## src/include/lbuff_macros.svh

```systemverilog
`ifndef LBUFF_MACROS_SVH
`define LBUFF_MACROS_SVH

// Number of load buffer slots as a power of two
`define LBUFF_DEPTH 8

// Slot index bits
`define LBUFF_IDX_WIDTH $clog2(`LBUFF_DEPTH)

// Load id is the slot index plus a wrap bit
`define LBUFF_ID_WIDTH (`LBUFF_IDX_WIDTH + 1)

// ROB id with the MSB as wrap bit
`define ROB_ID_WIDTH 8

// Physical address
`define PADDR_WIDTH 44

`endif

```

## src/verilog/lbuff_pkg.sv

```systemverilog
`default_nettype none

`include "lbuff_macros.svh"

package lbuff_pkg;

    typedef logic [`LBUFF_IDX_WIDTH-1:0] lbuff_idx_t;
    typedef logic [`LBUFF_ID_WIDTH-1:0]  lbuff_id_t;
    typedef logic [`ROB_ID_WIDTH-1:0]    rob_id_t;
    typedef logic [`PADDR_WIDTH-1:0]     paddr_t;
    typedef logic [`LBUFF_DEPTH-1:0]     lbuff_vec_t;

    // True when a is older than b
    function automatic logic rob_older(input rob_id_t a, input rob_id_t b);
        logic wrap_diff;
        wrap_diff = a[`ROB_ID_WIDTH-1] ^ b[`ROB_ID_WIDTH-1];
        // Wrapped means the older one sits at the higher low bits
        if (wrap_diff) begin
            return a[`ROB_ID_WIDTH-2:0] >= b[`ROB_ID_WIDTH-2:0];
        end
        return a[`ROB_ID_WIDTH-2:0] < b[`ROB_ID_WIDTH-2:0];
    endfunction

endpackage

`default_nettype wire

```

## src/verilog/lbuff_cmd_if.sv

```systemverilog
`timescale 1ns/1ps
`default_nettype none

interface lbuff_cmd_if import lbuff_pkg::*; ();

    // One-hot per slot
    lbuff_vec_t alloc_vec;
    lbuff_vec_t done_vec;
    lbuff_vec_t free_vec;

    // Broadcast to every slot
    rob_id_t    alloc_rob_id;
    paddr_t     done_paddr;
    logic       mis_flush;
    rob_id_t    mis_rob_id;
    logic       trap_flush;
    logic       st_vld;
    paddr_t     st_paddr;

    modport decode (
        output alloc_vec, done_vec, free_vec,
        output alloc_rob_id, done_paddr, mis_flush, mis_rob_id,
        output trap_flush, st_vld, st_paddr
    );

    modport entry (
        input alloc_vec, done_vec, free_vec,
        input alloc_rob_id, done_paddr, mis_flush, mis_rob_id,
        input trap_flush, st_vld, st_paddr
    );

endinterface

`default_nettype wire

```

## src/verilog/lbuff_stat_if.sv

```systemverilog
`timescale 1ns/1ps
`default_nettype none

`include "lbuff_macros.svh"

interface lbuff_stat_if import lbuff_pkg::*; ();

    // Store address hit per slot
    lbuff_vec_t match;

    // ROB id held by each slot
    rob_id_t    rob_id [`LBUFF_DEPTH];

    modport entry (
        output match,
        output rob_id
    );

    modport select (
        input match,
        input rob_id
    );

endinterface

`default_nettype wire

```

## src/verilog/lbuff_cmd_decode.sv

```systemverilog
`timescale 1ns/1ps
`default_nettype none

`include "lbuff_macros.svh"

module lbuff_cmd_decode import lbuff_pkg::*; (
    input  wire              i_dsp_vld,
    input  wire lbuff_id_t   i_dsp_ld_id,
    input  wire rob_id_t     i_dsp_rob_id,

    input  wire              i_agu_vld,
    input  wire lbuff_id_t   i_agu_ld_id,
    input  wire paddr_t      i_agu_paddr,

    input  wire              i_ret_vld,
    input  wire lbuff_id_t   i_ret_ld_id,

    input  wire              i_trap_flush,
    input  wire              i_mis_flush,
    input  wire rob_id_t     i_mis_rob_id,

    input  wire              i_st_vld,
    input  wire paddr_t      i_st_paddr,

    lbuff_cmd_if.decode      cmd
);

    // Only the index bits pick a slot
    function automatic lbuff_vec_t slot_sel(input logic vld, input lbuff_id_t id);
        lbuff_vec_t vec;
        lbuff_idx_t idx;
        vec      = '0;
        idx      = id[`LBUFF_IDX_WIDTH-1:0];
        vec[idx] = vld;
        return vec;
    endfunction

    assign cmd.alloc_vec = slot_sel(i_dsp_vld, i_dsp_ld_id);
    assign cmd.done_vec  = slot_sel(i_agu_vld, i_agu_ld_id);
    assign cmd.free_vec  = slot_sel(i_ret_vld, i_ret_ld_id);

    assign cmd.alloc_rob_id = i_dsp_rob_id;
    assign cmd.done_paddr   = i_agu_paddr;

    assign cmd.mis_flush  = i_mis_flush;
    assign cmd.mis_rob_id = i_mis_rob_id;
    assign cmd.trap_flush = i_trap_flush;

    // Retiring store compared in every slot
    assign cmd.st_vld   = i_st_vld;
    assign cmd.st_paddr = i_st_paddr;

endmodule

`default_nettype wire

```

## src/verilog/lbuff_entry.sv

```systemverilog
`timescale 1ns/1ps
`default_nettype none

module lbuff_entry import lbuff_pkg::*; #(
    parameter int IDX = 0
) (
    input  wire          clk,
    input  wire          i_arst_n,
    lbuff_cmd_if.entry   cmd,
    lbuff_stat_if.entry  stat
);

    logic    valid_q;
    logic    done_q;
    rob_id_t rob_id_q;
    paddr_t  paddr_q;
    logic    flush_hit;
    logic    free_hit;

    // Mispredict drops only loads younger than the branch
    assign flush_hit = cmd.trap_flush
                     | (cmd.mis_flush & rob_older(cmd.mis_rob_id, rob_id_q));

    assign free_hit = cmd.free_vec[IDX] | flush_hit;

    // Free wins over alloc in the same cycle
    always_ff @(posedge clk or negedge i_arst_n) begin
        if (!i_arst_n) begin
            valid_q <= 1'b0;
            done_q  <= 1'b0;
        end else if (free_hit) begin
            valid_q <= 1'b0;
            done_q  <= 1'b0;
        end else if (cmd.alloc_vec[IDX]) begin
            valid_q <= 1'b1;
            done_q  <= 1'b0;
        end else if (cmd.done_vec[IDX]) begin
            done_q  <= 1'b1;
        end
    end

    always_ff @(posedge clk) begin
        if (cmd.alloc_vec[IDX]) begin
            rob_id_q <= cmd.alloc_rob_id;
        end
    end

    // Address from the AGU
    always_ff @(posedge clk) begin
        if (cmd.done_vec[IDX]) begin
            paddr_q <= cmd.done_paddr;
        end
    end

    // Executed load hit by an older store
    assign stat.match[IDX] = valid_q & done_q & cmd.st_vld
                           & (cmd.st_paddr == paddr_q);

    assign stat.rob_id[IDX] = rob_id_q;

endmodule

`default_nettype wire

```

## src/verilog/lbuff_violation_select.sv

```systemverilog
`timescale 1ns/1ps
`default_nettype none

`include "lbuff_macros.svh"

module lbuff_violation_select import lbuff_pkg::*; (
    input  wire              clk,
    input  wire              i_arst_n,
    lbuff_stat_if.select     stat,
    input  wire lbuff_idx_t  i_ret_ptr,
    output logic             o_ls_flush,
    output rob_id_t          o_ls_rob_id
);

    lbuff_vec_t upper_mask;
    lbuff_vec_t upper_hit;
    lbuff_vec_t cand;
    lbuff_idx_t sel_idx;
    logic       any_hit;

    // Slots from the retire pointer upward are the oldest
    always_comb begin
        for (int i = 0; i < `LBUFF_DEPTH; i++) begin
            upper_mask[i] = (lbuff_idx_t'(i) >= i_ret_ptr);
        end
    end

    assign upper_hit = stat.match & upper_mask;
    assign any_hit   = |stat.match;

    // No hit above the pointer means the match wrapped below it
    assign cand = (|upper_hit) ? upper_hit : stat.match;

    // Lowest set bit
    always_comb begin
        sel_idx = '0;
        for (int i = `LBUFF_DEPTH - 1; i >= 0; i--) begin
            if (cand[i]) begin
                sel_idx = lbuff_idx_t'(i);
            end
        end
    end

    always_ff @(posedge clk or negedge i_arst_n) begin
        if (!i_arst_n) begin
            o_ls_flush  <= 1'b0;
            o_ls_rob_id <= '0;
        end else begin
            o_ls_flush  <= any_hit;
            o_ls_rob_id <= any_hit ? stat.rob_id[sel_idx] : '0;
        end
    end

endmodule

`default_nettype wire

```

## src/verilog/load_buffer.sv

```systemverilog
`timescale 1ns/1ps
`default_nettype none

`include "lbuff_macros.svh"

module load_buffer import lbuff_pkg::*; (
    input  wire              clk,
    input  wire              i_arst_n,

    // Dispatch
    input  wire              i_dsp_vld,
    input  wire lbuff_id_t   i_dsp_ld_id,
    input  wire rob_id_t     i_dsp_rob_id,

    // AGU writeback
    input  wire              i_agu_vld,
    input  wire lbuff_id_t   i_agu_ld_id,
    input  wire paddr_t      i_agu_paddr,

    // ROB retire
    input  wire              i_ret_vld,
    input  wire lbuff_id_t   i_ret_ld_id,
    input  wire lbuff_idx_t  i_ret_ptr,

    input  wire              i_trap_flush,
    input  wire              i_mis_flush,
    input  wire rob_id_t     i_mis_rob_id,

    // Store retire
    input  wire              i_st_vld,
    input  wire paddr_t      i_st_paddr,

    output logic             o_ls_flush,
    output rob_id_t          o_ls_rob_id
);

    lbuff_cmd_if  u_cmd_if ();
    lbuff_stat_if u_stat_if ();

    lbuff_cmd_decode u_cmd_decode (
        .i_dsp_vld    (i_dsp_vld),
        .i_dsp_ld_id  (i_dsp_ld_id),
        .i_dsp_rob_id (i_dsp_rob_id),
        .i_agu_vld    (i_agu_vld),
        .i_agu_ld_id  (i_agu_ld_id),
        .i_agu_paddr  (i_agu_paddr),
        .i_ret_vld    (i_ret_vld),
        .i_ret_ld_id  (i_ret_ld_id),
        .i_trap_flush (i_trap_flush),
        .i_mis_flush  (i_mis_flush),
        .i_mis_rob_id (i_mis_rob_id),
        .i_st_vld     (i_st_vld),
        .i_st_paddr   (i_st_paddr),
        .cmd          (u_cmd_if.decode)
    );

    for (genvar g = 0; g < `LBUFF_DEPTH; g++) begin : g_entry
        lbuff_entry #(
            .IDX (g)
        ) u_entry (
            .clk      (clk),
            .i_arst_n (i_arst_n),
            .cmd      (u_cmd_if.entry),
            .stat     (u_stat_if.entry)
        );
    end

    lbuff_violation_select u_violation_select (
        .clk         (clk),
        .i_arst_n    (i_arst_n),
        .stat        (u_stat_if.select),
        .i_ret_ptr   (i_ret_ptr),
        .o_ls_flush  (o_ls_flush),
        .o_ls_rob_id (o_ls_rob_id)
    );

endmodule

`default_nettype wire

```

## config.mk

```make
export PLATFORM = sky130hd
export DESIGN_NAME = load_buffer
export DESIGN_NICKNAME = d
export VERILOG_FILES = /design/src/verilog/lbuff_pkg.sv /design/src/verilog/lbuff_cmd_if.sv /design/src/verilog/lbuff_stat_if.sv /design/src/verilog/lbuff_cmd_decode.sv /design/src/verilog/lbuff_entry.sv /design/src/verilog/lbuff_violation_select.sv /design/src/verilog/load_buffer.sv
export VERILOG_INCLUDE_DIRS = /design/src /design/src/include
export SDC_FILE = /design/constraint.sdc
export NUM_CORES = 1
export LEC_CHECK = 0
export BUFFER_PORTS_ARGS = -buffer_cell sky130_fd_sc_hd__buf_4
export CAP_MARGIN = 20
export CORE_ASPECT_RATIO = 2
export CORE_MARGIN = 5
export CORE_UTILIZATION = 45
export DETAILED_ROUTE_END_ITERATION = 8
export GPL_TIMING_DRIVEN = 0
export SLEW_MARGIN = 30
export SYNTH_ARGS = -nofsm -noshare
export SYNTH_HDL_FRONTEND = slang
export SYNTH_SLANG_ARGS = --single-unit
```

## constraint.sdc

```tcl
create_clock -name clk -period 3.6 [get_ports clk]
set_clock_uncertainty 0.1 [all_clocks]
set_input_delay 1.08 -clock clk [delete_from_list [all_inputs] [get_ports clk]]
set_output_delay 1.08 -clock clk [all_outputs]
set_load 0.1 [all_outputs]
```

==> results.md, run 1 <==
- The run finished, with violations left.
- The checks that failed: setup timing.
- The compound-gate portion of the synthesized area was 0.0554.
- The routed layout has between 15,000 and 20,000 vias.
- In the post-synthesis netlist, the biggest area contributors are sky130_fd_sc_hd__edfxtp_1, sky130_fd_sc_hd__xnor2_1, sky130_fd_sc_hd__xor2_1.
- The sequential group share of total power is 0.493.
- Tracing the worst setup path back leads to its startpoint at i_st_paddr[12].
- The sequential area share after synthesis is 0.599.
- For the pin with the worst max-slew slack, the measured transition is 0.932 ns.
- The critical path endpoint category is a flop.
- The switching share of power is 0.267.
- The post-route DRC violation count is 0.
- The initial antenna violation count is 0.
- The startpoint of the most critical register-to-register path is g_entry[6].u_entry.paddr_q[14].
- The max capacitance violation total is 0.
- The average instance in the mapped netlist occupies 13.8 sq um.
- The final setup violation count is 8.
- The latest clock arrival within the worst-skew pair is 0.57 ns.
- The CTS root buffer is sky130_fd_sc_hd__clkbuf_16.
- For this run, the post-layout net count is 1,981.
- The detailed-route wire length is ~90,000 um.
- Among all flip-flop cells after synthesis, the most frequent one is sky130_fd_sc_hd__edfxtp_1.
- The total internal power is between 0.008 and 0.009 W.
- The number of unique standard cell types used by synthesis is just under 80.
- The clock net in this run drives a total of ~440 sinks.
- The slack of the worst reg-to-reg path is 0.03 ns.
- The number of global-route vias before repair is between 15,000 and 20,000.
- The first detailed-routing pass ran for 5 iterations.
- Setup repair after global routing could not meet its margin everywhere.
- For this block, the initial DRC count from the detailed router was roughly 1,300.
- The count of flip-flops with a built-in enable after synthesis is roughly 420.
- Once placement completed, the tool counted placed cells totaling between 2,000 and 2,500.
- After floorplanning, the core was divided into about 110 placement rows.
- The post-synthesis to final-layout area growth is 31.1%.
- The number of ports placed on the die boundary is between 100 and 150.
- The fraction of synthesized cell area taken by the top area cell type is 0.571.
- The highest fanout seen on the critical path is 8.
- Overall power consumption after layout is estimated at around 0.012 W.
- The core region is between 40,000 and 50,000 sq um.
- The most frequent standard cell in the layout excluding fill and tap cells is sky130_fd_sc_hd__edfxtp_1.
- The wire length per cell after detailed routing is about 37 um.
- Measured against its own limit, the worst slew margin works out to 0.376.
- For this run, the top clock speed supported by timing is around 0.27 GHz.
- The synthesized instance count is roughly 1,600.
- After clock tree synthesis, the clock-pin slew on the worst setup and hold paths is ~0.08 ns.
- Leaving out fill and tap cells, the most frequent cells in the layout are sky130_fd_sc_hd__edfxtp_1, sky130_fd_sc_hd__nand4_1, sky130_fd_sc_hd__buf_4, sky130_fd_sc_hd__xnor2_1, sky130_fd_sc_hd__xor2_1.
- The post-route clock period utilization is 1.04.
- In this run the static leakage power is roughly 10 nW.
- The post-synthesis xor/xnor area fraction is 0.151.
- The worst setup path is launched from a primary input.
- Power spread over the standard cell area amounts to around 420 nW/um^2.
- The classification of the worst setup path is primary input to flop.
- The die is ~170 um wide.
- The initial cell density of the core is 0.454.
- At the worst endpoint, the required time is 3.97 ns.
- The share of flip-flops with an asynchronous set or reset is 0.0567.
- The detail route stage leaves a number of antenna-violating nets equal to 0.
- For the final routed database, the setup TNS stands at -0.709 ns.
- The share of layout cells above drive strength 1 is 0.314.
- The share of total power dissipated in combinational logic is 0.143.
- Measured in cells, the most critical reg-to-reg path has a length of 15.
- After detailed placement, the total cell area comes to about 24,000 sq um.
- Counting every net in the synthesized netlist gives about 1,800.
- Of the total synthesized cell area, the portion taken by AND, OR, NAND and NOR gates is 0.124.
- Entering global routing, the biggest net connects 26 pins.
- The arrival time reported for the critical path endpoint is ~4.1 ns.
- The detailed-placement wirelength estimate is around 70,000 um.
- Of the total power, the clock network draws 0.363.
- After routing the design area is 28,700 sq um.
- In the global route stage, overall resource usage came out at 0.337.
- Leaving out filler cells and counting taps, the final layout contains around 2,500.
- The count of final hold-check violations is 0.
- The TritonCTS buffer count is 41.
- The path type of the worst min-delay path is primary input to asynchronous set/reset pin.
- The first-pass GRT wire length is approximately 120,000 um.
- The total of hold buffers inserted after clock tree synthesis is 0.
- The placer congestion estimate is roughly 1.
- Summed over all instances, the cell type with the most area after synthesis is sky130_fd_sc_hd__edfxtp_1.
- The max-slew violation count is 0.
- The repair_antennas step left the layout with diodes totalling 0.
- The multiplexer share of the synthesized area is 0.00372.
- The die covers 53,400 sq um.
- The reported net switching power is 0.00318 W.
- The total overflow reported by the global router is 0.
- The floorplan step set the die height to between 300 and 400 um.
- The H-tree generated during clock tree synthesis spans 2 levels.
- The minimum clock period after layout is between 3 and 4 ns.
- The maximum vdd drop is ~0.00042 V.
- Fill cells in the final layout number between 3,000 and 4,000.
- After synthesis, the largest family of logic cells by area is XOR/XNOR gates.
- Synthesis inferred between 400 and 500 register bits.
- The least setup slack across all paths after layout is -0.126 ns.
- The count of yosys warnings during synthesis is 0.
- The detail-routed via count per cell is 6.13.
- The count of input and output buffers is between 80 and 90.
- The end point of the critical path is u_violation_select.o_ls_rob_id[6].
- The post-synthesis cell area is ~22,000 sq um.
- TritonCTS built the clock tree.
- The worst flop-to-flop path endpoint is u_violation_select.o_ls_rob_id[7].
- The final core area utilization is 0.595.
- The longest clock path from root to sink contains 3 buffers.
- The adder and majority gate portion of the synthesized area is 0.0320.
[state kept, by name, summed over array words and instances (netlist names)]
| register | count |
|---|---|
| g_entry.u_entry.done_q | 8 |
| g_entry.u_entry.rob_id_q | 64 |
| u_violation_select.o_ls_rob_id | 8 |
| g_entry.u_entry.valid_q | 8 |
| u_violation_select.o_ls_flush | 1 |
| g_entry.u_entry.paddr_q | 352 |
[power by group through the flow]
stage | sequential (W) | combinational (W) | clock, W
4_1_cts | 0.00588 | 0.00165 | 0.00436
5_1_grt | 0.00589 | 0.00174 | 0.00455
3_3_place_gp | 0.00597 | 0.00139 | 0
3_5_place_dp | 0.00596 | 0.00144 | 0
2_1_floorplan | 0.00595 | 0.000717 | 0
6_report | 0.00588 | 0.00171 | 0.00433
[worst max-delay path: stages]
cell	delay, ns
sky130_fd_sc_hd__buf_6	0.15
sky130_fd_sc_hd__xnor2_2	0.43
sky130_fd_sc_hd__nand4_1	0.17
sky130_fd_sc_hd__nor4_2	0.38
sky130_fd_sc_hd__and3_4	0.29
sky130_fd_sc_hd__a211o_4	0.20
sky130_fd_sc_hd__a2111oi_4	0.08
sky130_fd_sc_hd__buf_4	0.18
sky130_fd_sc_hd__or2_1	0.22
sky130_fd_sc_hd__buf_6	0.16
sky130_fd_sc_hd__o2111ai_2	0.30
sky130_fd_sc_hd__a31oi_4	0.20
sky130_fd_sc_hd__nor4_2	0.23
[kinds of logic after synthesis]
| logic type | after synthesis |
|---|---|
| simple gates | 446 |
| mux | 7 |
| fa+ha+maj | 56 |
| buf+inv | 113 |
| flops | 441 |
| compound gates | 163 |
| xor+xnor | 361 |
[per-stage QoR]
step / setup WS, ns / hold slack, ns
2_1_floorplan: -0.123 / 0.367
3_3_place_gp: -2.09 / 0.387
3_5_place_dp: -2.01 / 0.396
4_1_cts: -0.0378 / 0.321
5_1_grt: -0.166 / 0.347
6_report: -0.126 / 0.331
[repair_timing]
action | in CTS | in global routing
setup buffers | 48 | 15
endpoints found under the hold margin | 0 | 0
gates resized for setup | 281 | 40
pin swaps | 61 | 43
endpoints found under the setup margin | 8 | 10
cloned | 2 | 0
[layout make-up]
class	count	area (sq um)	area share
flip-flops and latches	441	13100	0.457
multi-input cells	1035	10800	0.378
repair buffers	166	1710	0.0597
clock buffers	54	1100	0.0382
well taps	638	798	0.0278
plain buffers	57	739	0.0258
inverters	56	214	0.00745
clock inverters	20	184	0.00641
[metal layers]
metal / share of wire / track usage / routed length, um
met5: 0 / 0 / 0
met4: 0.15 / 0.376 / 13600
met3: 0.051 / 0.0419 / 4620
met2: 0.51 / 0.601 / 46400
met1: 0.29 / 0.308 / 26300
[worst min path at each step]
stage	slack, ns	endpoint	from
floorplan	0.37	g_entry[0].u_entry.valid_q	g_entry[0].u_entry.valid_q
global placement	0.39	g_entry[1].u_entry.valid_q	g_entry[1].u_entry.valid_q
detailed placement	0.40	g_entry[5].u_entry.valid_q	g_entry[5].u_entry.valid_q
CTS	0.32	g_entry[5].u_entry.valid_q	i_arst_n
global route	0.35	g_entry[5].u_entry.valid_q	i_arst_n
finish	0.33	g_entry[5].u_entry.valid_q	i_arst_n
[synthesized netlist by cell type, drive strengths merged, types with 5 or more instances]
master,count
nand2b,14
o211a,7
buf,52
a21oi,26
nand2,23
a31oi,9
xor2,117
dfrtp,25
nor2b,11
a22oi,6
a221o,6
nor3,22
o21ai,35
clkbuf,5
o21a,19
xnor2,244
nor4,85
mux2,6
nor2,61
nand3,54
and4,6
nor4b,6
nand4,140
inv,56
o2111ai,13
ha,56
o31ai,8
a21o,11
and3,8
edfxtp,416
No activity file was read; power rests on OpenSTA's default activity.
==> run 2, diff against run 1 <==
CORE_ASPECT_RATIO = default   (was 2)
CORE_MARGIN = default   (was 5)
CORE_UTILIZATION = default   (was 45)
SYNTH_HIERARCHICAL = 1   (was default)
==> run 2 against run 1 <==
Net effect: the run now fails in synthesis (1_2_yosys).
==> results.md, run 2 <==
- Of the total synthesized cell area, the portion taken by AND, OR, NAND and NOR gates is 0.0720.
- In the synthesized netlist, the cells that appear most often are sky130_fd_sc_hd__buf_4, sky130_fd_sc_hd__edfxtp_1, sky130_fd_sc_hd__xnor2_1.
- The multiplexer share of the synthesized area is 0.0164.
- Counting flops and latches in the post-synthesis netlist gives 441.
- The library cell with the highest instance count after synthesis is sky130_fd_sc_hd__buf_4.
- Sorting the synthesized cells by area gives the leading types as sky130_fd_sc_hd__edfxtp_1, sky130_fd_sc_hd__buf_4, sky130_fd_sc_hd__xnor2_1.
- The compound-gate portion of the synthesized area is 0.0323.
- The count of yosys warnings during synthesis is 0.
- The sequential area share after synthesis is 0.526.
- The adder and majority gate portion of the synthesized area is 0.0281.
- Of all flip-flops after synthesis, the portion carrying an async set or reset was 0.0567.
- The flow did not finish.
- Of the post-synthesis cell area, the dominant cell type holds 0.501.
- The flow stopped in synthesis (1_2_yosys).
- The main combinational cell family by area after synthesis is buffers and inverters.
- The tool reported: "ERROR: Found 72 problems in 'check -assert'".
- The count of flip-flops with a built-in enable after synthesis is between 400 and 500.
- The Yosys chip area is approximately 25,000 sq um.
- Of the total synthesized cell area, the portion taken by XOR and XNOR cells is 0.126.
- The number of unique standard cell types used by synthesis is 55.
- The most used flip-flop cell after synthesis is sky130_fd_sc_hd__edfxtp_1.
- The largest area contributor in the netlist is sky130_fd_sc_hd__edfxtp_1.
- The count of instantiated cells in the yosys netlist is 1,962.
-- run 2: kinds of logic after synthesis --
logic type      count (synthesis)
buf+inv                       690
mux                            33
other cells                     8
xor+xnor                      360
flops                         441
simple gates                  260
compound gates                114
fa+ha+maj                      56
